### src/verilog/dwconv_pkg.sv
package dwconv_pkg;

	// **********************************************************************
	// layer geometry and number formats.
	// **********************************************************************
	localparam int NUM_CH = 32;
	localparam int NUM_TAPS = 9;
	localparam int DATA_W = 16;
	localparam int ACC_W = 32;
	localparam int FRAC_BITS = 15;
	localparam int RELU_MAX = 6;
	localparam int FRAME_W = NUM_CH * NUM_TAPS * DATA_W;
	localparam int OUT_W = NUM_CH * DATA_W;

	// word address is channel * 16 + slot.
	localparam int WB_ADR_W = 9;
	localparam int BIAS_TAP = 9;

	// read stage, accumulate stage and result store.
	localparam int DRAIN_CYCLES = 3;

	typedef logic signed [DATA_W-1:0] sample_t;
	typedef logic signed [ACC_W-1:0] acc_t;
	typedef logic [FRAME_W-1:0] frame_t;
	typedef logic [OUT_W-1:0] out_vec_t;
	typedef logic [$clog2(NUM_CH)-1:0] ch_idx_t;
	typedef logic [3:0] tap_idx_t;
	typedef logic [WB_ADR_W-1:0] wb_adr_t;

	typedef enum logic [1:0] {
		ST_IDLE,
		ST_RUN,
		ST_DRAIN,
		ST_DONE
	} ctrl_state_t;

endpackage

### src/verilog/mac_unit.sv
`timescale 1ns/10ps

module mac_unit import dwconv_pkg::*; (
	input  logic    clk,
	input  logic    rstn,
	input  logic    acc_clear,
	input  logic    step_en,
	input  sample_t act,
	input  sample_t weight,
	input  sample_t bias,
	output acc_t    ch_result,
	output logic    ch_result_valid
);

	logic step_q;
	logic clr_q;
	tap_idx_t tap_cnt;
	tap_idx_t tap_pos;
	acc_t prod;
	acc_t acc;
	acc_t acc_nxt;

	// strobes delayed to meet the registered operand reads.
	assign tap_pos = clr_q ? '0 : tap_cnt;
	assign prod = act * weight;
	assign acc_nxt = (clr_q ? acc_t'(0) : acc) + prod;

	always_ff @(posedge clk or negedge rstn) begin
		if (!rstn) begin
			step_q <= 1'b0;
			clr_q <= 1'b0;
			tap_cnt <= '0;
			ch_result_valid <= 1'b0;
		end else begin
			step_q <= step_en;
			clr_q <= acc_clear;
			if (step_q)
				tap_cnt <= tap_pos + tap_idx_t'(1);
			ch_result_valid <= step_q && (tap_pos == tap_idx_t'(NUM_TAPS - 1));
		end
	end

	// sum wraps at 32 bits.
	always_ff @(posedge clk) begin
		if (step_q) begin
			acc <= acc_nxt;
			if (tap_pos == tap_idx_t'(NUM_TAPS - 1))
				ch_result <= acc_nxt + acc_t'(bias);
		end
	end

endmodule

### config.mk
export PLATFORM = sky130hd
export DESIGN_NAME = mac_unit
export DESIGN_NICKNAME = d
export VERILOG_FILES = /design/src/verilog/dwconv_pkg.sv /design/src/verilog/mac_unit.sv
export SDC_FILE = /design/constraint.sdc
export NUM_CORES = 1
export LEC_CHECK = 0
export BUFFER_PORTS_ARGS = -buffer_cell sky130_fd_sc_hd__buf_2
export CAP_MARGIN = 20
export CORE_UTILIZATION = 50
export CTS_BUF_LIST = sky130_fd_sc_hd__clkbuf_2
export CTS_CLUSTER_SIZE = 25
export DETAILED_ROUTE_END_ITERATION = 6
export PLACE_DENSITY = 0.68
export SYNTH_ARGS = -nofsm -noshare
export SYNTH_HDL_FRONTEND = slang
export SYNTH_SLANG_ARGS = --single-unit
### constraint.sdc
create_clock -name clk -period 12.14 [get_ports clk]
set_input_delay 1.821 -clock clk [delete_from_list [all_inputs] [get_ports clk]]
set_output_delay 1.821 -clock clk [all_outputs]
set_load 0.005 [all_outputs]
After elaboration in Yosys (flattened, before gate mapping):

Cells that the tools add are included.
W data, S select, Z words.

* multiplexer cells: 2
* reductions and logical operators: 2
* add/sub/neg operators: 3
* $mul: 1
* eq/ne operators: 1

Operator list (count)
* $add A32 B16 Y32: 1
* $add A32 B32 Y32: 1
* $mul A16 B16 Y32: 1
* $mux W32: 1
* $add A4 B1 Y4 const B: 1
* $eq A4 B4 Y1 const B: 1
* $mux W4: 1
* $reduce_and A2 Y1: 1
* $logic_and A1 B1 Y1: 1

* output and inout port bits: 33
* logic and storage cells: 15
* register bits after elaboration: 71
* input port bits: 52

Longest topological paths before layout:

* word-level depth: 3
* gate-level depth with buffers: 33
* mapped depth without buffers: 32

Least setup slack after synthesis:

OpenSTA, ideal clock, no wires.

* path kind: input to register
* start: in weight[1]
* end: reg ch_result[31] (data pin)
* path buffers: 1
* library setup time: 268 ps
* path slack: 3412 ps
* stages on the path: 28
* required time: 11872 ps
* arrival time: 8461 ps
* cell sequence: clkbuf_1 nand2_1 fa_1 fa_1 fa_1 fa_1 inv_1 fa_1 fa_1 ha_1 inv_2 o21bai_1 a21oi_1 nor2_1 or3_1 a21o_1 a21oi_1 xnor2_1 ha_1 nand2_1 or3_1 nor3_1 o211ai_1 a31o_1 o211ai_2 nand4b_1 o211ai_1 xnor3_1

* cells in the longest elaborated chain, start to end: 3

RTL lines
* start: declaration: line mac_unit.sv:9 `input sample_t weight,`
* $mul A16 B16 Y32: line mac_unit.sv:25 `assign prod = act * weight;`
* $add A32 B32 Y32: line mac_unit.sv:26 `assign acc_nxt = (clr_q ? acc_t'(0) : acc) + prod;`
* net acc_nxt[16]: line mac_unit.sv:21 `acc_t acc_nxt;`
* $add A32 B16 Y32: line mac_unit.sv:48 `ch_result <= acc_nxt + acc_t'(bias);`
* end signal: assignment: line mac_unit.sv:48
* end: declaration: line mac_unit.sv:11 `output acc_t ch_result,`

The timed path passes the listed nets, and every way through them passes these cells.
A chain may end at the register's enable or synchronous reset.

Worst setup path in the final report:

* start: in act[11]
* end: reg ch_result[31] (data pin)

* cells in the longest elaborated chain, start to end: 3

RTL lines
* start: declaration: line mac_unit.sv:8 `input sample_t act,`
* $mul A16 B16 Y32: line mac_unit.sv:25
* $add A32 B32 Y32: line mac_unit.sv:26
* net acc_nxt[16]: line mac_unit.sv:21
* $add A32 B16 Y32: line mac_unit.sv:48

The timed path passes the listed nets, and every way through them passes these cells.

==> results.yml <==
status:
  outcome: "finished, final reports clean"
synthesis:
  syn_area_mm2: 0.0147
  yosysMostFrequentCell: "inv_1"
  synth-seq-cells: 71
  synthFlopType: "edfxtp_1"
  synthTopCellsByArea: "fa_1 40%, edfxtp_1 13%, ha_1 11%"
  synthCells: 1479
  yosysWarnings: 0
  synth_edf_count: 64
  ys_seq_area_share_pct: 14.3
  yosys.area.top_type_share_pct: 40.0
  syn_nets: 1956
  synth_common_cells: "307 x inv_1, 293 x fa_1, 134 x nand2_1"
  async_reset_ff_share_pct: 9.86
  syn_avg_cell_area_um2: 9.92
  ys_types: 58
  synth_area_leader_cell: "fa_1"
global_routing:
  use_met1_pct: 36.2
  gr-usage-met3_pct: 3.03
  met2_usage_pct: 35.3
  grt_usage_pct: 23.5
  grt_pass1_vias: 10900
  grt_max_degree: 41
  grt-ovfl-total: 0
  gr-max-usage-layer: "met1"
  antenna_found_initial: 1
  grt_first_pass_wirelength_mm: 56.3
floorplanning:
  core.rowCount: 62
  die_x_um: 173
  die_area_mm2: 0.0300
  die_h_um: 173
  fp.coreArea_mm2: 0.0288
  start_util_pct: 51.0
  ios: 85
placement:
  gp_congestion: 0.889
  dpl.hpwl_mm: 26.7
  portBuffers: 84
  pre_cts_ws_ns: 2.76
  dp_cells: 1909
setup_path:
  required_ns: 12.48
  cp-end-kind: "register"
  crit_fanout: 16
  arrival_ns: 9.13
  crit_buf_inv: 4
  cp.depth: 28
  cp_top_family: "adder cells"
  worst_setup_path_start_kind: "input port"
  cpMostUsedCell: "fa_1"
  reg2reg_depth: 28
  max_stage_delay_ns: 0.54
  crit_type: "input port to register"
  cp_slowest_cell: "fa_1"
clocking:
  cts_setup_buffers: 0
  ctsResizeCount: 0
  root_buffer: "clkbuf_2"
  clk_latency_ns: 0.56
  cts_buffers: 9
  tritoncts: "yes"
  cts_sinks: 71
  path_clk_slew_ns: 0.23
  ctsHoldBuffers: 0
  htree_levels: 3
  clockBufferDepth: 2
hold_path:
  hold_class: "register to register"
  hold_depth: 1
run:
  maxCapViolCount: 0
route:
  antenna_left: 0
  vias: 9949
  first_pass_iters: 5
  drtIter0Drc: 507
  drc: 0
  totalWireLength_mm: 31.9
  via_per_inst: 5.17
  routedWlPerCell_um: 16.6
sta:
  fin_crit_sh_pct: 72.4
  slew_violations: 0
  setup_violations: 0
  post-route-min-period_ns: 8.79
  skew_ns: 0.0296
  rsz0062_at_grt: "false"
  worstMarginPinSlew_ns: 0.967
  setup_tns_ns: 0
  clock.fmax_ghz: 0.114
  finalWorstSetupSlack_ns: 3.35
  relSlewSlack_pct: 35.4
  final-hold-violation-count: 0
layout:
  layout.nets: 2013
  drive_above_1_share_pct: 7.92
  final_util_pct: 54.3
  syn_to_final_growth_pct: 6.44
  fin_cells: 1926
## state kept, by name, summed over array words and instances, names as in the netlist
register	count
acc	32
ch_result	32
ch_result_valid	1
clr_q	1
step_q	1
tap_cnt	4
## worst reg2reg max path, delay by kind of cell (launching register included)
kind / cells / cell delay [ns]
buffers and inverters: 3 / 0.35
AOI/OAI and AO/OA: 9 / 1.54
xor gates and xnor gates: 2 / 0.36
DFF: 1 / 0.41
and+or+nand+nor: 7 / 1.47
adders and majority gates: 7 / 3.09
## per-stage QoR
stage / cell area, um^2 / hold WS (ns)
3_3_place_gp: 15400 / 0.520
6_report: 15600 / 0.577
5_1_grt: 15600 / 0.609
2_1_floorplan: 14700 / 0.505
4_1_cts: 15600 / 0.581
3_5_place_dp: 15400 / 0.533
## routing by layer
metal  wire (um)  share of wire, %  up-vias
met2       13900                44      276
li1            -                 -     4679
met3        1820               5.7       40
met1       15600                49     4954
met5           0                 0        -
met4         594               1.9        0
## layout by cell type, fill, tap and decap left out, types with 13 or more instances in the layout
master / Yosys / layout
ha_1: 132 / 132
edfxtp_1: 64 / 64
nand2b_1: 15 / 15
fa_1: 293 / 293
inv_1: 307 / 307
xor2_1: 13 / 13
buf_2: 3 / 84
nor2_1: 58 / 57
nor2b_1: 38 / 38
a21o_1: 18 / 18
o21ai_0: 28 / 28
xnor2_1: 51 / 51
and2_1: 126 / 126
nand2_1: 134 / 134
a21oi_1: 46 / 46
## final timing paths
check | start | to | slack [ns]
min in group asynchronous | rstn | ch_result_valid | 1.05
setup reg to reg | clr_q | ch_result[31] | 4.71
hold reg to reg | tap_cnt[1] | tap_cnt[1] | 0.58
setup / recovery | act[11] | ch_result[31] | 3.35
hold / removal | tap_cnt[1] | tap_cnt[1] | 0.58
max in group asynchronous | rstn | tap_cnt[0] | 10.94
## layout make-up
type	count	area, um^2
sequential	71	2100
fill	2576	13200
inverter	309	1160
antenna	1	2.50
clock inverter	7	128
tap	384	480
clock buffer	9	45.0
multi-input combinational	1059	11300
timing repair buffer	86	435
## logic make-up (layout without fill, tap and decap cells)
family | count (synthesis) | in the layout | synth area share, %
adder cells (fa/ha/maj) | 425 | 425 | 51.2
AND/OR/NAND/NOR | 408 | 408 | 14.1
buffers and inverters | 349 | 411 | 8.95
AO/OA/AOI/OAI | 159 | 159 | 7.35
flip-flops | 71 | 71 | 14.3
XOR/XNOR | 65 | 65 | 3.97
multiplexers | 2 | 2 | 0.145
other | 0 | 1 | 0
Power is not shown: default switching activity piles up to over one toggle a cycle in this logic, so the estimate is an artifact.
