File: config.mk
export PLATFORM = sky130hd
export DESIGN_NAME = tap_counter
export DESIGN_NICKNAME = d
export VERILOG_FILES = /design/src/verilog/dwconv_pkg.sv /design/src/verilog/tap_counter.sv
export SDC_FILE = /design/constraint.sdc
export NUM_CORES = 1
export LEC_CHECK = 0
export BUFFER_PORTS_ARGS = -buffer_cell sky130_fd_sc_hd__buf_2
export CAP_MARGIN = 10
export CORE_AREA = 2 2 39 41
export CTS_CLUSTER_DIAMETER = 200
export CTS_CLUSTER_SIZE = 12
export DETAILED_ROUTE_END_ITERATION = 16
export DIE_AREA = 0 0 41 43
export PLACE_DENSITY = 0.63
export SLEW_MARGIN = 20
export SYNTH_ARGS = -nofsm -noshare
export SYNTH_HDL_FRONTEND = slang
export SYNTH_SLANG_ARGS = --single-unit
File: constraint.sdc
create_clock -name clk -period 1.6 [get_ports clk]
set_input_delay 0.16 -clock clk [delete_from_list [all_inputs] [get_ports clk]]
set_output_delay 0.16 -clock clk [all_outputs]
set_load 0.01 [all_outputs]
File: src/verilog/dwconv_pkg.sv
package dwconv_pkg;

	// **********************************************************************
	// layer geometry and number formats.
	// **********************************************************************
	localparam int NUM_CH = 32;
	localparam int NUM_TAPS = 9;
	localparam int DATA_W = 16;
	localparam int ACC_W = 32;
	localparam int FRAC_BITS = 15;
	localparam int RELU_MAX = 6;
	localparam int FRAME_W = NUM_CH * NUM_TAPS * DATA_W;
	localparam int OUT_W = NUM_CH * DATA_W;

	// word address is channel * 16 + slot.
	localparam int WB_ADR_W = 9;
	localparam int BIAS_TAP = 9;

	// read stage, accumulate stage and result store.
	localparam int DRAIN_CYCLES = 3;

	typedef logic signed [DATA_W-1:0] sample_t;
	typedef logic signed [ACC_W-1:0] acc_t;
	typedef logic [FRAME_W-1:0] frame_t;
	typedef logic [OUT_W-1:0] out_vec_t;
	typedef logic [$clog2(NUM_CH)-1:0] ch_idx_t;
	typedef logic [3:0] tap_idx_t;
	typedef logic [WB_ADR_W-1:0] wb_adr_t;

	typedef enum logic [1:0] {
		ST_IDLE,
		ST_RUN,
		ST_DRAIN,
		ST_DONE
	} ctrl_state_t;

endpackage

File: src/verilog/tap_counter.sv
`timescale 1ns/10ps

module tap_counter import dwconv_pkg::*; (
	input  logic     clk,
	input  logic     rstn,
	input  logic     start,
	input  logic     step_en,
	output ch_idx_t  ch_idx,
	output tap_idx_t tap_idx,
	output logic     last_tap,
	output logic     last_ch
);

	assign last_tap = (tap_idx == tap_idx_t'(NUM_TAPS - 1));
	assign last_ch = (ch_idx == ch_idx_t'(NUM_CH - 1));

	// taps run fastest, channels advance on each tap wrap.
	always_ff @(posedge clk or negedge rstn) begin
		if (!rstn) begin
			ch_idx <= '0;
			tap_idx <= '0;
		end else if (start) begin
			ch_idx <= '0;
			tap_idx <= '0;
		end else if (step_en) begin
			if (last_tap) begin
				tap_idx <= '0;
				ch_idx <= ch_idx + ch_idx_t'(1);
			end else begin
				tap_idx <= tap_idx + tap_idx_t'(1);
			end
		end
	end

endmodule
Word-level counts from Yosys, hierarchy flattened
Cells that the tools add are included.
Cells by class
  reductions and logical operators: 3
  muxes and demuxes: 6
  equal/unequal tests: 2
  add/subtract/negate cells: 2
Operators by type and width (number)
  5-bit two-way mux: 3
  4-bit two-way mux: 3
  5-bit by 1-bit adder with 5-bit output, second input constant: 1
  5-bit equality test, second input constant: 1
  4-bit by 1-bit adder with 4-bit output, second input constant: 1
  4-bit equality test, second input constant: 1
  2-bit nonzero test: 2
  2-bit AND reduction: 1
Storage, ports and cells
  input port bits: 4
  output and inout port bits: 11
  bits in registers: 9

Longest topological paths before layout
Gate-level depths: netlist of run 1.
  depth in word-level cells: 4
  depth in mapped cells: 5

Worst setup path before layout of run 1
No wires, ideal clock.
  kind: register to register
  start: register tap_idx[0]
  end: register ch_idx[3]
  slack: 0.149 ns
  data arrival time: 1.374 ns
  data required time: 1.522 ns
  cell stages (with the launch flop): 6
  period minus slack after synthesis: 1.451 ns
  cell sequence: dfrtp_1 -> inv_1 -> ha_1 -> nand4b_4 -> or3_1 -> a21oi_1
Between the ends
  longest elaborated chain between the ends: 3
RTL lines
  start: declaration: RTL line tap_counter.sv:9  | output tap_idx_t tap_idx,
  start signal: assignment: RTL line tap_counter.sv:30  | tap_idx <= tap_idx + tap_idx_t'(1);
  4-bit equality test: RTL line tap_counter.sv:14  | assign last_tap = (tap_idx == tap_idx_t'(NUM_TAPS - 1));
  2-bit nonzero test (no line)
  2-bit AND reduction (no line)
  end signal: assignment: RTL line tap_counter.sv:28  | ch_idx <= ch_idx + ch_idx_t'(1);
  end: declaration: RTL line tap_counter.sv:8  | output ch_idx_t ch_idx,
No other way between the ends.
A chain may end at the register's enable or synchronous reset.

Worst setup path after layout of run 1
  start: register ch_idx[0]
  end: output port last_ch
Between the ends
  longest elaborated chain between the ends: 1
RTL lines
  5-bit equality test: RTL line tap_counter.sv:15  | assign last_ch = (ch_idx == ch_idx_t'(NUM_CH - 1));
  end: declaration: RTL line tap_counter.sv:11  | output logic last_ch
No other way between the ends.

==> flow_metrics.tcl, run 1 <==
set metrics [dict create \
    status "completed" \
    cts_tree "yes" \
    drt_wl_total_mm 1.006 \
    die_x_um 41 \
    start_kind "flop" \
    crit_path_end "last_ch" \
    wl_per_cell_um 11.70 \
    r2r_end "ch_idx[3]" \
    fin_area_sq_um 655.6 \
    synth.distinct_cells 20 \
    synth_top_cell_by_area "dfrtp_1" \
    hold_viol 0 \
    clkSlewWorstSetupHoldPaths_ns 0.07 \
    clk_latency_ns 0.27 \
    core_area_sq_um 1384 \
    port_buffers 14 \
    dominantRegCellSynth "dfrtp_1" \
    dp.final_hpwl_um 699.3 \
    ff2ff_path_depth 5 \
    cts_buffers 3 \
    dr.first_iter.drc_count 1 \
    antenna_found_initial 0 \
    die_area_sq_um 1763 \
    p_per_area_nw_per_um2 693.8 \
    tightest_slew_ns 0.2360 \
    grt_max_degree 10 \
    rrSetupSlack_ns 0.12 \
    yosysMostFrequentCell "dfrtp_1" \
    io-pin-count 15 \
    die_h_um 43 \
    setup_viol 0 \
    rows 14 \
    whs_path_depth 2 \
    synth_common_cells "dfrtp_1, a21oi_1, nor2_1" \
    drive_above_1_share 0.3857 \
    netlist.area_leader.share 0.4467 \
    worstReg2RegStart "tap_idx[0]" \
    h-tree-depth 1 \
    synth_nets 58 \
    diodes 0 \
    path_class "flop to primary output" \
    synth_cells 50 \
    peakVddDrop_mv 0.2714 \
    area_growth_syn_to_layout_pct 30.02 \
    start_util 0.3644 \
    crit_family "flip-flops" \
    cp_num_buf_inv 1 \
    cp.depth 4 \
    synth_edf_count 0 \
    track_usage 0.1337 \
    drc 0 \
    yosys-top-cells-area "dfrtp_1, ha_1, mux2i_1, a21oi_1, nand4b_4" \
    finalMaxSlewViolations 0 \
    startpoint "ch_idx[0]" \
    cp_slowest_cell "dfrtp_1" \
    synth_area_sq_um 504.2 \
    cp.arrival_ns 1.35 \
    cts-root-buf "clkbuf_4" \
    slowest_delay_ns 0.41 \
    p_leak_nw 0.3530 \
    fin_tns_setup_ns 0 \
    dr.pass1.iters 2 \
    postPlaceCellArea_sq_um 590.6 \
    required_ns 1.44 \
    nets 79 \
    yosysSeqAreaShare 0.4467 \
    maxCapViolCount 0 \
    place_congestion 0.7256 \
    pre_cts_slack_ns 0.09707 \
    cts_num_sinks 9 \
    ys_seq_elements 9 \
    end_kind "primary output" \
    yosysWarnings 0 \
    finalWorstSetupSlack_ns 0.08884 \
    grt_pass1_wl_mm 1.531 \
    worstHoldPathType "primary input to flop" \
    slew_headroom 0.8427 \
    timing.final.crit_share 0.9445 \
    vias_per_cell 5.163 \
    grt_pass1_vias 370 \
    max_freq_mhz 661.7 \
    crit_fanout 4 \
    clock_skew_ns 0.01188 \
    num_vias 444 \
    cpMostUsedCell "ha_1" \
    postSynthAreaPerCell_sq_um 10.08 \
    fin_crit_ns 1.511 \
    async_reset_ff_frac 1.000 \
    grt_overflow 0 \
    path_cells "ha_1 -> and3_1 -> ha_1 -> buf_2" \
    ant_nets 0 \
    cts_buffer_depth 2 \
]
==> worst reg2reg max path, cell delays in order, from the launching register on <==
cell and delay (ns):
dfrtp_2 0.44, inv_1 0.09, ha_2 0.22, nand4b_4 0.15, or3_4 0.40, a21oi_2 0.13
==> layout by cell type (no fill, tap or decap), types with 3 or more instances in the layout <==
master and instances:
a21oi_1 4, buf_2 14, buf_4 3, clkbuf_4 3, dfrtp_1 8, ha_1 3, inv_1 3, mux2i_1 3
nand2_1 4, nor2_1 5, o21ai_0 4
==> stage by stage <==
stage | hold WS [ns] | power, mW | cells | utilization
floorplan | -0.1356 | 0.2648 | 50 | -
global placement | 0.02133 | 0.2810 | 79 | 0.4268
detailed placement | 0.02249 | 0.2813 | 79 | 0.4268
CTS | 0.1728 | 0.4620 | 84 | 0.4539
global route | 0.1781 | 0.4850 | 86 | 0.4738
finish | 0.1734 | 0.4548 | 86 | 0.4738
==> per-layer routing <==
layer  GRT usage  vias up  part of all wire
met5           0        -                 0
met2      0.1875        7              0.53
met4     0.08000        0             0.013
met1      0.1589      219              0.42
li1            -      216                 -
met3     0.06283        2             0.027
==> cell type report <==
class | instances | area [sq um]
clock buffer | 3 | 22.52
clock inverter | 1 | 5.005
fill | 139 | 728.2
inverter | 3 | 11.26
multi-input combinational | 36 | 267.8
sequential | 9 | 226.5
tap | 16 | 20.02
timing repair buffer | 18 | 102.6
==> flip-flops by register name, indices dropped and copies added, names as in the netlist <==
register / flops
ch_idx: 5
tap_idx: 4
==> where the power goes <==
| part | leakage [nW] | internal (mW) | switching [mW] | total, mW |
|---|---|---|---|---|
| registers | 0.123 | 0.232 | 0.00388 | 0.236 |
| clock network | 0.0177 | 0.0921 | 0.0819 | 0.174 |
| logic | 0.212 | 0.0185 | 0.0269 | 0.0454 |
==> what timing repair did <==
item	in CTS	in global routing
hold endpoints to repair	9	0
setup endpoints to repair	0	2
hold buffers	1	0
resized for setup	0	4
setup buffers	0	2
==> how the worst min path moves through the flow <==
stage | from | to
final | start | ch_idx[3]
after global routing | start | ch_idx[3]
after CTS | start | tap_idx[2]
after detailed placement | rstn | ch_idx[2]
after global placement | rstn | ch_idx[2]
after floorplan | rstn | ch_idx[0]
==> cell families (layout without fill, tap and decap cells) <==
| group | after synthesis | count (layout) | synth area share |
|---|---|---|---|
| buf+inv | 5 | 25 | 0.04466 |
| compound gates | 11 | 11 | 0.1191 |
| xor+xnor | 1 | 1 | 0.01737 |
| flops | 9 | 9 | 0.4467 |
| fa+ha+maj | 4 | 4 | 0.09926 |
| mux | 3 | 3 | 0.05956 |
| simple gates | 17 | 17 | 0.2134 |
Power figures use the tool's default switching activity.
==> inputs of run 2 (changes only) <==
Settings changed: CTS_BUF_LIST set to sky130_fd_sc_hd__clkbuf_8, GPL_TIMING_DRIVEN set to 0.
==> run 2 against run 1 <==
Against the previous run: wire length decreased by 8.4%; non-clock buffer count decreased by 2; die area unchanged; critical path depth stayed put; clock skew decreased by 0.0078 ns; global-route usage is essentially flat; sequential share of layout area is 0.14 points higher; maximum frequency is 2.1% higher; sequential cell count unchanged; core utilization down 0.45 points; setup slack improved by 0.031 ns; power is 16% higher.
==> flow_metrics.tcl, run 2 (synthesized netlist as in run 1, its figures left out) <==
set metrics [dict create \
    status "completed" \
    core_area_sq_um 1384 \
    rows 14 \
    drt_wl_total_um 921 \
    drive_above_1_share 0.2941 \
    cts_buffers 3 \
    p_per_area_nw_per_um2 812.1 \
    grt_pass1_wl_mm 1.531 \
    p_leak_nw 0.3516 \
    cts_buffer_depth 2 \
    slew_headroom 0.7366 \
    postPlaceCellArea_sq_um 584.3 \
    fin_crit_ns 1.480 \
    layout_common_cells "buf_2, dfrtp_1, nor2_1, a21oi_1" \
    drc 0 \
    largest_reg_flops 5 \
    use_met3 0.07853 \
    clk_latency_ns 0.23 \
    die_h_um 43 \
    num_vias 421 \
    cts-root-buf "clkbuf_8" \
    utilization 0.4693 \
    clkSlewWorstSetupHoldPaths_ns 0.04 \
    track_usage 0.1333 \
    cts_tree "yes" \
    grt_max_degree 10 \
    fin_tns_setup_ns 0 \
    nFillCells 145 \
    finalWorstSetupSlack_ns 0.1201 \
    crit_fanout 4 \
    die_x_um 41 \
    place_congestion 0.7061 \
    ant_nets 0 \
    peakVddDrop_mv 0.5749 \
    finalMaxSlewViolations 0 \
    path_cells "ha_1 -> and3_1 -> ha_1 -> buf_2" \
    cpMostUsedCell "ha_1" \
    maxCapViolCount 0 \
    grt_pass1_vias 360 \
    wl_per_cell_um 10.96 \
    h-tree-depth 1 \
    diodes 0 \
    cp_slowest_cell "dfrtp_1" \
    fin_area_sq_um 649.4 \
    cp_num_buf_inv 1 \
    die_area_sq_um 1763 \
    crit_family "flip-flops" \
    pre_cts_slack_ns 0.06682 \
    met2_usage 0.1750 \
    dr.first_iter.drc_count 7 \
    multi_input_area_sq_um 259.0 \
    start_util 0.3644 \
    dr.pass1.iters 3 \
    hold_viol 0 \
    port_buffers 12 \
    largest_register "ch_idx" \
    area_growth_syn_to_layout_pct 28.78 \
    top_usage_layer "met2" \
    max_freq_mhz 675.7 \
    clock_skew_ns 0.004033 \
    nets 77 \
    cts_num_sinks 9 \
    rsz0062_at_grt "false" \
    end_kind "primary output" \
    io-pin-count 15 \
    grt_overflow 0 \
    top_regs "ch_idx: 5 flops, tap_idx: 4 flops" \
    path_class "flop to primary output" \
    start_kind "flop" \
    register_area_sq_um 225.2 \
    tightest_slew_ns 0.3951 \
    required_ns 1.44 \
    cp.arrival_ns 1.32 \
    worstHoldPathType "primary input to flop" \
    setup_viol 0 \
    slowest_delay_ns 0.41 \
    grt_util_met1 0.1711 \
    timing.final.crit_share 0.9249 \
    final_common_cell "buf_2" \
    antenna_found_initial 0 \
    vias_per_cell 5.012 \
]
run 2: routing by layer:
| layer | up-vias | part of all wire |
|---|---|---|
| li1 | 209 | - |
| met1 | 201 | 0.45 |
| met2 | 9 | 0.50 |
| met3 | 2 | 0.042 |
| met4 | 0 | 0.0087 |
| met5 | - | 0 |
run 2: worst paths after layout:
path	startpoint	end	slack, ns	cells after the start
max in group asynchronous	rstn	ch_idx[1]	1.10	2
min in group asynchronous	rstn	ch_idx[2]	0.32	2
max	ch_idx[0]	last_ch	0.12	4
min reg2reg	ch_idx[4]	ch_idx[4]	0.57	2
min	step_en	tap_idx[1]	0.27	3
max reg2reg	tap_idx[1]	ch_idx[3]	0.13	5
run 2: through the flow:
stage	std cells	hold slack, ns	power (mW)
after floorplan	50	-0.1356	0.2648
after global placement	78	0.02318	0.2794
after detailed placement	78	0.02255	0.2797
after CTS	83	0.2691	0.5368
after global routing	84	0.2778	0.5651
final	84	0.2710	0.5274
run 2: final cells by class:
class | instances | share of cell area
Multi-Input combinational cell | 36 | 0.3988
Sequential cell | 9 | 0.3468
Timing Repair Buffer | 14 | 0.1195
Clock buffer | 3 | 0.06358
Tap cell | 16 | 0.03083
Buffer | 2 | 0.01734
Inverter | 3 | 0.01734
Clock inverter | 1 | 0.005780
run 2: repair_timing:
action	CTS	global route
setup endpoints to repair	0	2
hold buffers	1	0
buffers inserted	0	1
hold endpoints to repair	9	0
gates resized for setup	0	1
run 2: tightest hold or removal path: cells and delay by family:
kind / cells / cell delay (ns)
buf+inv: 1 / 0.13
mux: 1 / 0.08
simple gates: 1 / 0.08
run 2: power by group:
part	total [mW]	switching (mW)	internal [mW]	leakage, nW
Clock	0.246	0.0801	0.166	0.0269
Sequential	0.237	0.00455	0.232	0.124
Combinational	0.0441	0.0254	0.0187	0.200
