<file path="src/verilog/dwconv_pkg.sv">
package dwconv_pkg;

	// **********************************************************************
	// layer geometry and number formats.
	// **********************************************************************
	localparam int NUM_CH = 32;
	localparam int NUM_TAPS = 9;
	localparam int DATA_W = 16;
	localparam int ACC_W = 32;
	localparam int FRAC_BITS = 15;
	localparam int RELU_MAX = 6;
	localparam int FRAME_W = NUM_CH * NUM_TAPS * DATA_W;
	localparam int OUT_W = NUM_CH * DATA_W;

	// word address is channel * 16 + slot.
	localparam int WB_ADR_W = 9;
	localparam int BIAS_TAP = 9;

	// read stage, accumulate stage and result store.
	localparam int DRAIN_CYCLES = 3;

	typedef logic signed [DATA_W-1:0] sample_t;
	typedef logic signed [ACC_W-1:0] acc_t;
	typedef logic [FRAME_W-1:0] frame_t;
	typedef logic [OUT_W-1:0] out_vec_t;
	typedef logic [$clog2(NUM_CH)-1:0] ch_idx_t;
	typedef logic [3:0] tap_idx_t;
	typedef logic [WB_ADR_W-1:0] wb_adr_t;

	typedef enum logic [1:0] {
		ST_IDLE,
		ST_RUN,
		ST_DRAIN,
		ST_DONE
	} ctrl_state_t;

endpackage

</file>
<file path="src/verilog/dwconv_ctrl.sv">
`timescale 1ns/10ps

module dwconv_ctrl import dwconv_pkg::*; (
	input  logic clk,
	input  logic rstn,
	input  logic valid,
	input  logic last_tap,
	input  logic last_ch,
	output logic ready,
	output logic start,
	output logic step_en,
	output logic acc_clear,
	output logic busy,
	output logic out_valid
);

	ctrl_state_t state;
	ctrl_state_t state_nxt;
	logic [1:0] drain_cnt;
	logic first_tap;

	assign ready = (state == ST_IDLE);
	assign busy = !ready;
	assign start = ready && valid;
	assign step_en = (state == ST_RUN);
	assign acc_clear = step_en && first_tap;
	assign out_valid = (state == ST_DONE);

	always_comb begin
		state_nxt = state;
		case (state)
			ST_IDLE:  if (valid) state_nxt = ST_RUN;
			ST_RUN:   if (last_tap && last_ch) state_nxt = ST_DRAIN;
			ST_DRAIN: if (drain_cnt == 2'(DRAIN_CYCLES - 1)) state_nxt = ST_DONE;
			ST_DONE:  state_nxt = ST_IDLE;
			default:  state_nxt = ST_IDLE;
		endcase
	end

	always_ff @(posedge clk or negedge rstn) begin
		if (!rstn) begin
			state <= ST_IDLE;
			drain_cnt <= '0;
			first_tap <= 1'b0;
		end else begin
			state <= state_nxt;
			if (state == ST_DRAIN)
				drain_cnt <= drain_cnt + 2'd1;
			else
				drain_cnt <= '0;
			// the step after a last tap opens a new channel.
			if (start)
				first_tap <= 1'b1;
			else if (step_en)
				first_tap <= last_tap;
		end
	end

endmodule

</file>
<file path="config.mk">
export PLATFORM = sky130hd
export DESIGN_NAME = dwconv_ctrl
export DESIGN_NICKNAME = d
export VERILOG_FILES = /design/src/verilog/dwconv_pkg.sv /design/src/verilog/dwconv_ctrl.sv
export SDC_FILE = /design/constraint.sdc
export NUM_CORES = 1
export LEC_CHECK = 0
export BUFFER_PORTS_ARGS = -buffer_cell sky130_fd_sc_hd__buf_2
export CORE_AREA = 5 5 42 44
export DETAILED_ROUTE_END_ITERATION = 16
export DIE_AREA = 0 0 47 49
export GPL_ROUTABILITY_DRIVEN = 0
export GPL_TIMING_DRIVEN = 0
export PLACE_DENSITY = 0.49
export SYNTH_ARGS = -nofsm -noshare
export SYNTH_HDL_FRONTEND = slang
export SYNTH_SLANG_ARGS = --single-unit
export TNS_END_PERCENT = 30
</file>
<file path="constraint.sdc">
create_clock -name clk -period 2.15 [get_ports clk]
set_clock_uncertainty 0.05 [all_clocks]
set_input_delay 0.43 -clock clk [delete_from_list [all_inputs] [get_ports clk]]
set_output_delay 0.43 -clock clk [all_outputs]
set_load 0.03 [all_outputs]
</file>
### After elaboration in Yosys (flattened, before gate mapping)

Index checks and enable logic that the tools add are counted.

| storage, ports and cells | value |
|---|---|
| register bits after elaboration | 5 |
| logic and storage cells | 25 |

| operators by class | value |
|---|---|
| add/sub/neg operators | 1 |
| equal/unequal tests | 7 |
| multiplexer cells | 7 |
| reductions and logical operators | 7 |

Operators with widths:

| operator | count |
|---|---|
| 2-to-1 mux 2 bit | 4 |
| one-hot mux 2 bit (4 select lines) | 1 |
| == test 2 bit, second input constant | 3 |
| inequality test 2 bit, second input constant | 2 |
| logical AND 1 bit | 3 |
| AND reduction 3 bit | 1 |
| adder 2 x 1 -> 2 bit, second input constant | 1 |
| == test 2 x 1 -> 1 bit, second input constant | 1 |
| logical NOT 2 bit | 1 |
| 2-to-1 mux 1 bit | 2 |
| inequality test 2 x 1 -> 1 bit, second input constant | 1 |
| nonzero test 2 bit | 1 |
| logical NOT 1 bit | 1 |

### Longest topological paths before layout

Gate-level depths: netlist (run 1).

| logic depth | value |
|---|---|
| depth after elaboration | 3 |
| depth in mapped cells | 5 |
| depth with buffers taken out | 5 |

### Least setup slack after synthesis (run 1)

No wires, ideal clock.

| timing | value |
|---|---|
| path type | reg-to-reg |
| start | reg state[0] |
| end | reg state[1] |
| arrival | 1.576 ns |
| setup slack | 0.397 ns |
| cell stages (with the launch flop) | 5 |
| path buffers | 0 |
| period minus slack after synthesis | 1.753 ns |
| cell sequence | dfrtp_1 > inv_1 > ha_1 > a222oi_1 > mux2_1 |

| on the way | value |
|---|---|
| longest elaborated chain between the ends | 3 |

RTL lines:

| item | line | text |
|---|---|---|
| start, declared | dwconv_ctrl.sv:17 | `ctrl_state_t state;` |
| start signal, assigned | dwconv_ctrl.sv:46 | `state <= state_nxt;` |
| logical NOT 2 bit (*) | - |  |
| net ready | dwconv_ctrl.sv:9 | `output logic ready,` |
| inequality test 2 bit (no source line) | - |  |
| AND reduction 3 bit (no source line) | - |  |

The timed path passes the listed nets; every way through them passes the cells marked *.
A chain may end at the register's enable or synchronous reset.

### Final worst setup path (run 1)

| timing | value |
|---|---|
| start | reg state[1] |
| end | out acc_clear |

| on the way | value |
|---|---|
| longest elaborated chain between the ends | 2 |

RTL lines:

| item | line | text |
|---|---|---|
| == test 2 x 1 -> 1 bit | dwconv_ctrl.sv:25 | `assign step_en = (state == ST_RUN);` |
| logical AND 1 bit | dwconv_ctrl.sv:26 | `assign acc_clear = step_en && first_tap;` |
| end, declared | dwconv_ctrl.sv:12 | `output logic acc_clear,` |

No other way between the ends.

==> results of run 1 <==
per-stage QoR:
step / util [%] / area, um2
6_report: 28.9 / 405
2_1_floorplan: - / 299
3_5_place_dp: 26.3 / 369
4_1_cts: 28.9 / 405
3_3_place_gp: 26.3 / 369
5_1_grt: 28.9 / 405
critical path, cell delays in order (launching register included):
cell,delay [ns]
dfrtp_1,0.39
inv_1,0.11
ha_1,0.23
and2_1,0.13
buf_2,0.19
state kept, by name (all words and copies together), names as in the netlist:
register / flops
state: 2
drain_cnt: 2
first_tap: 1
routing by layer:
metal | vias to the layer above | GRT usage (%)
met2 | 9 | 6.11
met1 | 102 | 7.38
li1 | 120 | -
met5 | - | 0
met3 | 0 | 6.64
met4 | 0 | 0
final cells by class:
type | instances | area (um2)
Fill cell | 158 | 996
Multi-Input combinational cell | 17 | 151
Sequential cell | 5 | 125
Timing Repair Buffer | 11 | 60.1
Clock buffer | 4 | 26.3
Inverter | 6 | 22.5
Tap cell | 16 | 20.0
placed cells by master, fill, tap and decap left out:
master and count:
dlygate4sd3_1 1, mux2_1 1, nor2_1 2, dfrtp_1 5, clkbuf_4 3, nand2_1 1
mux2i_1 2, a222oi_1 1, ha_1 6, clkbuf_1 1, o21ai_0 1, nor2b_1 2
and2_1 1, inv_1 6, buf_2 10
worst max path at each step:
stage | start | to | slack (ns)
after CTS | state[1] | acc_clear | 0.37
after global routing | state[1] | acc_clear | 0.28
after detailed placement | state[0] | state[1] | 0.41
final | state[1] | acc_clear | 0.38
after floorplan | state[0] | state[1] | 0.40
after global placement | state[0] | state[1] | 0.41
kinds of logic (layout without fill, tap and decap cells):
group,after synthesis,in the layout
compound gates,2,2
fa+ha+maj,6,6
flops,5,5
mux,3,3
simple gates,6,6
buf+inv,6,21
power by group through the flow:
| stage | Clock (mW) | Sequential [mW] | Combinational [mW] |
|---|---|---|---|
| after detailed placement | 0 | 0.171 | 0.382 |
| after CTS | 0.113 | 0.169 | 0.386 |
| after floorplan | 0 | 0.163 | 0.302 |
| after global routing | 0.123 | 0.175 | 0.418 |
| final | 0.107 | 0.168 | 0.376 |
| after global placement | 0 | 0.171 | 0.382 |
==> flow_metrics.env, run 1 <==
export IMPL_wirelength_met1_um=262
export IMPL_cts_setup_buffers=0
export IMPL_wl_um=548
export IMPL_cts_tree="built"
export IMPL_dpl_hpwl_um=463
export IMPL_cts_root_buf="clkbuf_4"
export IMPL_vdd_drop_max_mv=0.624
export IMPL_core_area_um2=1400
export IMPL_max_freq_mhz=566
export IMPL_max_cap_violations=0
export IMPL_yosys_area_top_type_share_pct=41.8
export IMPL_holdCritStartpoint="drain_cnt[0]"
export IMPL_r2r_end="state[1]"
export IMPL_period_share_pct=82.2
export IMPL_synth_xor_area_share_pct=0
export IMPL_grt_setup_unrepaired="false"
export IMPL_die_width_um=47
export IMPL_synth_nets=39
export IMPL_layout_min_cycle_time_ns=1.77
export IMPL_io_pins=11
export IMPL_synth_top_family_by_area="adder cells"
export IMPL_synth_distinct_cells=11
export IMPL_grt_overflow_total=0
export IMPL_power_density_nw_per_um2=1600
export IMPL_synth_compound_area_share_pct=5.02
export IMPL_grt_max_degree=6
export IMPL_layout_drive_gt1_share_pct=30.2
export IMPL_antenna_found_initial=0
export IMPL_htree_levels=1
export IMPL_netlist_area_um2=299
export IMPL_setup_tns_ns=0
export IMPL_portBuffers=10
export IMPL_dr_wl_met3_um=66
export IMPL_cts_sinks=5
export IMPL_hold_buffers=1
export IMPL_syn_inst=28
export IMPL_clockBufferDepth=2
export IMPL_drt_first_iter_violations=4
export IMPL_topRoutingLayerUsed="met3"
export IMPL_cp_start_kind="register"
export IMPL_p_clk_share_pct=16.4
export IMPL_max_slew_margin_rel_pct=68.4
export IMPL_clkTransAtPathRegs_ns=0.04
export IMPL_die_area_um2=2300
export IMPL_wl_per_cell_um=9.29
export IMPL_synth_edf_count=0
export IMPL_total_power_mw=0.650
export IMPL_num_rows=14
export IMPL_synthToLayoutAreaGrowth_pct=35.6
export IMPL_cp_end_kind="output port"
export IMPL_synth_area_top_cells="dfrtp_1 (42%), ha_1 (25%), inv_1 (7.5%)"
export IMPL_p_sw_share_pct=46.2
export IMPL_dr_wl_met2_um=218
export IMPL_min_path_cells=1
export IMPL_final_setup_viol_count=0
export IMPL_initial_core_util_pct=21.3
export IMPL_setup_ws_ns=0.382
export IMPL_synth_top_cells_by_count="ha_1 (6), inv_1 (6), dfrtp_1 (5)"
export IMPL_final_hold_viol_count=0
export IMPL_path_max_fanout=4
export IMPL_numCtsBuffers=3
export IMPL_cp_data_arrival_time_ns=1.29
export IMPL_whs_endpoint="drain_cnt[0]"
export IMPL_synth_top_area_cell="dfrtp_1"
export IMPL_final_max_slew_violation_count=0
export IMPL_cts_resized=0
export IMPL_rr_worst_depth=4
export IMPL_num_vias=231
export IMPL_drcViolationCount=0
export IMPL_muxShareOfSynthArea_pct=10.5
export IMPL_grt_pass1_wl_um=869
export IMPL_power_frac_seq_pct=25.8
export IMPL_reg2reg_setup_slack_ns=0.42
export IMPL_final_cells=59
export IMPL_internal_power_mw=0.350
export IMPL_synth_seq_area_share_pct=41.8
export IMPL_status="finished clean"
export IMPL_yosysWarningCount=0
export IMPL_hold_class="register to register"
export IMPL_fp_dieH_um=49
export IMPL_syn_area_per_cell_um2=10.7
export IMPL_total_leakage_power_nw=0.222
export IMPL_worst_slew_pin_slew_ns=0.474
export IMPL_pre_cts_slack_ns=0.408
export IMPL_dr_pass1_iters=6
export IMPL_ant_nets=0
export IMPL_grt_pass1_vias=212
export IMPL_clock_latency_ns=0.24
export IMPL_synth_simple_gate_area_share_pct=10.0
export IMPL_ys_seq_elements=5
export IMPL_n_antenna_cell=0
export IMPL_synth_main_ff_cell="dfrtp_1"
export IMPL_nNetsFinal=55
export IMPL_p_sw_mw=0.300
export IMPL_cp_required_ns=1.67
export IMPL_p_comb_share_pct=57.8
export IMPL_hold_slack_ns=0.373
export IMPL_async_flop_share_pct=100
export IMPL_grt_total_usage_pct=5.52
export IMPL_viasPerCell=3.92
export IMPL_placedCellCount=54
export IMPL_critical_path_class="register to output port"
export IMPL_synthAdderAreaFrac_pct=25.1
export IMPL_r2r_start="state[0]"
Note: power is estimated with default switching activity, not from simulation.
==> run 2: changes to the inputs <==
--- a/config.mk
+++ b/config.mk
@@ -11,7 +11,7 @@
 export DIE_AREA = 0 0 47 49
 export GPL_ROUTABILITY_DRIVEN = 0
 export GPL_TIMING_DRIVEN = 0
-export PLACE_DENSITY = 0.49
+export PLACE_DENSITY = 0.5
 export SYNTH_ARGS = -nofsm -noshare
 export SYNTH_HDL_FRONTEND = slang
 export SYNTH_SLANG_ARGS = --single-unit
==> constraint.sdc (replaced) <==
create_clock -name clk -period 1.6 [get_ports clk]
set_clock_uncertainty 0.05 [all_clocks]
set_input_delay 0.32 -clock clk [delete_from_list [all_inputs] [get_ports clk]]
set_output_delay 0.32 -clock clk [all_outputs]
set_load 0.03 [all_outputs]
==> run 2 against run 1 <==
Total power up 63%. Critical path depth grew 1. Non-clock buffer count increased by 3. Wire length rose by 6.6%.
==> flow_metrics.env, run 2 (synthesis gave the netlist of run 1 again) <==
export IMPL_status="finished clean"
export IMPL_grt_total_usage_pct=6.02
export IMPL_grt_overflow_total=0
export IMPL_top_regs="drain_cnt: 2 flops, state: 2 flops, first_tap: 1 flops"
export IMPL_n_antenna_cell=0
export IMPL_initial_core_util_pct=21.3
export IMPL_synthToLayoutAreaGrowth_pct=60.7
export IMPL_power_density_nw_per_um2=2210
export IMPL_grt_max_degree=6
export IMPL_drcViolationCount=0
export IMPL_grt_setup_unrepaired="true"
export IMPL_drt_first_iter_violations=2
export IMPL_clkTransAtPathRegs_ns=0.04
export IMPL_die_area_um2=2300
export IMPL_layout_min_cycle_time_ns=1.58
export IMPL_fin_util_pct=34.3
export IMPL_htree_levels=1
export IMPL_cp_end_kind="output port"
export IMPL_worst_slew_pin_slew_ns=0.383
export IMPL_fp_dieH_um=49
export IMPL_max_slew_margin_rel_pct=74.4
export IMPL_critical_path_class="register to output port"
export IMPL_vdd_drop_max_mv=0.850
export IMPL_cts_sinks=5
export IMPL_io_pins=11
export IMPL_num_vias=234
export IMPL_p_sw_share_pct=43.7
export IMPL_numCtsBuffers=3
export IMPL_path_max_fanout=4
export IMPL_cp_start_kind="register"
export IMPL_die_width_um=47
export IMPL_internal_power_mw=0.597
export IMPL_grt_pass1_wl_um=979
export IMPL_wl_um=584
export IMPL_portBuffers=10
export IMPL_total_power_mw=1.06
export IMPL_max_cap_violations=0
export IMPL_fin_area_um2=480
export IMPL_max_freq_mhz=633
export IMPL_final_setup_viol_count=0
export IMPL_period_share_pct=98.8
export IMPL_final_max_slew_violation_count=0
export IMPL_final_hold_viol_count=0
export IMPL_cp_required_ns=1.23
export IMPL_nNetsFinal=58
export IMPL_layout_drive_gt1_share_pct=47.8
export IMPL_cts_tree="built"
export IMPL_setup_ws_ns=0.0194
export IMPL_p_sw_mw=0.463
export IMPL_ant_nets=0
export IMPL_total_leakage_power_nw=0.240
export IMPL_hold_class="input port to register"
export IMPL_pre_cts_slack_ns=-0.112
export IMPL_grt_pass1_vias=242
export IMPL_final_cells=62
export IMPL_p_clk_share_pct=13.3
export IMPL_wl_per_cell_um=9.42
export IMPL_cp_data_arrival_time_ns=1.21
export IMPL_dr_pass1_iters=4
export IMPL_num_rows=14
export IMPL_core_area_um2=1400
export IMPL_clock_latency_ns=0.24
export IMPL_dpl_hpwl_um=464
export IMPL_cts_root_buf="clkbuf_4"
export IMPL_place_area_um2=387
export IMPL_p_comb_share_pct=63.6
export IMPL_viasPerCell=3.77
export IMPL_power_frac_seq_pct=23.1
export IMPL_clockBufferDepth=2
export IMPL_final_common_cell="buf_2"
export IMPL_mostFrequentLayoutCells="buf_2 (6), inv_1 (4), ha_1 (4), dfrtp_1 (4), buf_4 (4)"
export IMPL_antenna_found_initial=0
export IMPL_placedCellCount=54
==> run 2: cell types whose count changed in the layout (fill, tap and decap cells not counted) <==
cell,before,now
dfrtp_1,5,4
inv_1,6,4
inv_4,0,1
nor2_1,2,1
ha_1,6,4
buf_6,0,3
ha_4,0,2
buf_2,10,6
inv_2,0,1
buf_4,0,4
dfrtp_2,0,1
nor2_2,0,1
==> run 2: final cells by class <==
class / instances / area, um2
clock buffer: 4 / 26.3
fill: 149 / 921
inverter: 6 / 25.0
multi-input combinational: 17 / 179
sequential: 5 / 126
tap: 16 / 20.0
timing repair buffer: 14 / 104
==> run 2: metrics by stage <==
step / TNS [ns] / hold WS (ns)
after CTS: -0.0369 / 0.284
final: 0 / 0.287
after global routing: -0.242 / 0.312
after floorplan: -0.0410 / -0.0256
after detailed placement: -0.112 / 0.0899
after global placement: -0.0990 / 0.0882
==> run 2: final timing paths <==
check | depth (start not counted) | slack [ns] | to | start
setup / recovery | 5 | 0.02 | start | state[0]
max in group asynchronous | 2 | 0.97 | state[0] | rstn
setup reg to reg | 4 | 0.03 | state[1] | state[0]
hold reg to reg | 1 | 0.37 | drain_cnt[0] | drain_cnt[0]
min in group asynchronous | 2 | 0.38 | first_tap | rstn
hold / removal | 3 | 0.29 | first_tap | last_tap
==> run 2: power by group through the flow <==
stage	registers (mW)	logic [mW]	clock network, mW
floorplan	0.220	0.445	0
global placement	0.229	0.549	0
detailed placement	0.228	0.549	0
CTS	0.231	0.617	0.150
global route	0.256	0.766	0.157
finish	0.245	0.675	0.141
==> run 2: critical path, stage by stage, from the launching register on <==
cell,delay (ns)
dfrtp_2,0.44
inv_4,0.10
ha_1,0.14
inv_1,0.07
nor2_2,0.09
buf_6,0.13
==> run 2: layer usage <==
metal	part of all wire [%]	wire [um]	track usage, %
met5	0	0	0
met4	0	0	4.15
met3	9.1	53	3.32
met2	43	251	7.47
met1	48	279	7.59
==> run 2: repair_timing <==
| action | CTS | global route |
|---|---|---|
| resized for setup | 5 | 8 |
| endpoints found under the setup margin | 4 | 7 |
| buffers inserted | 2 | 1 |
| hold buffers | 1 | 0 |
| hold endpoints to repair | 5 | 0 |
| pin swaps | 2 | 3 |
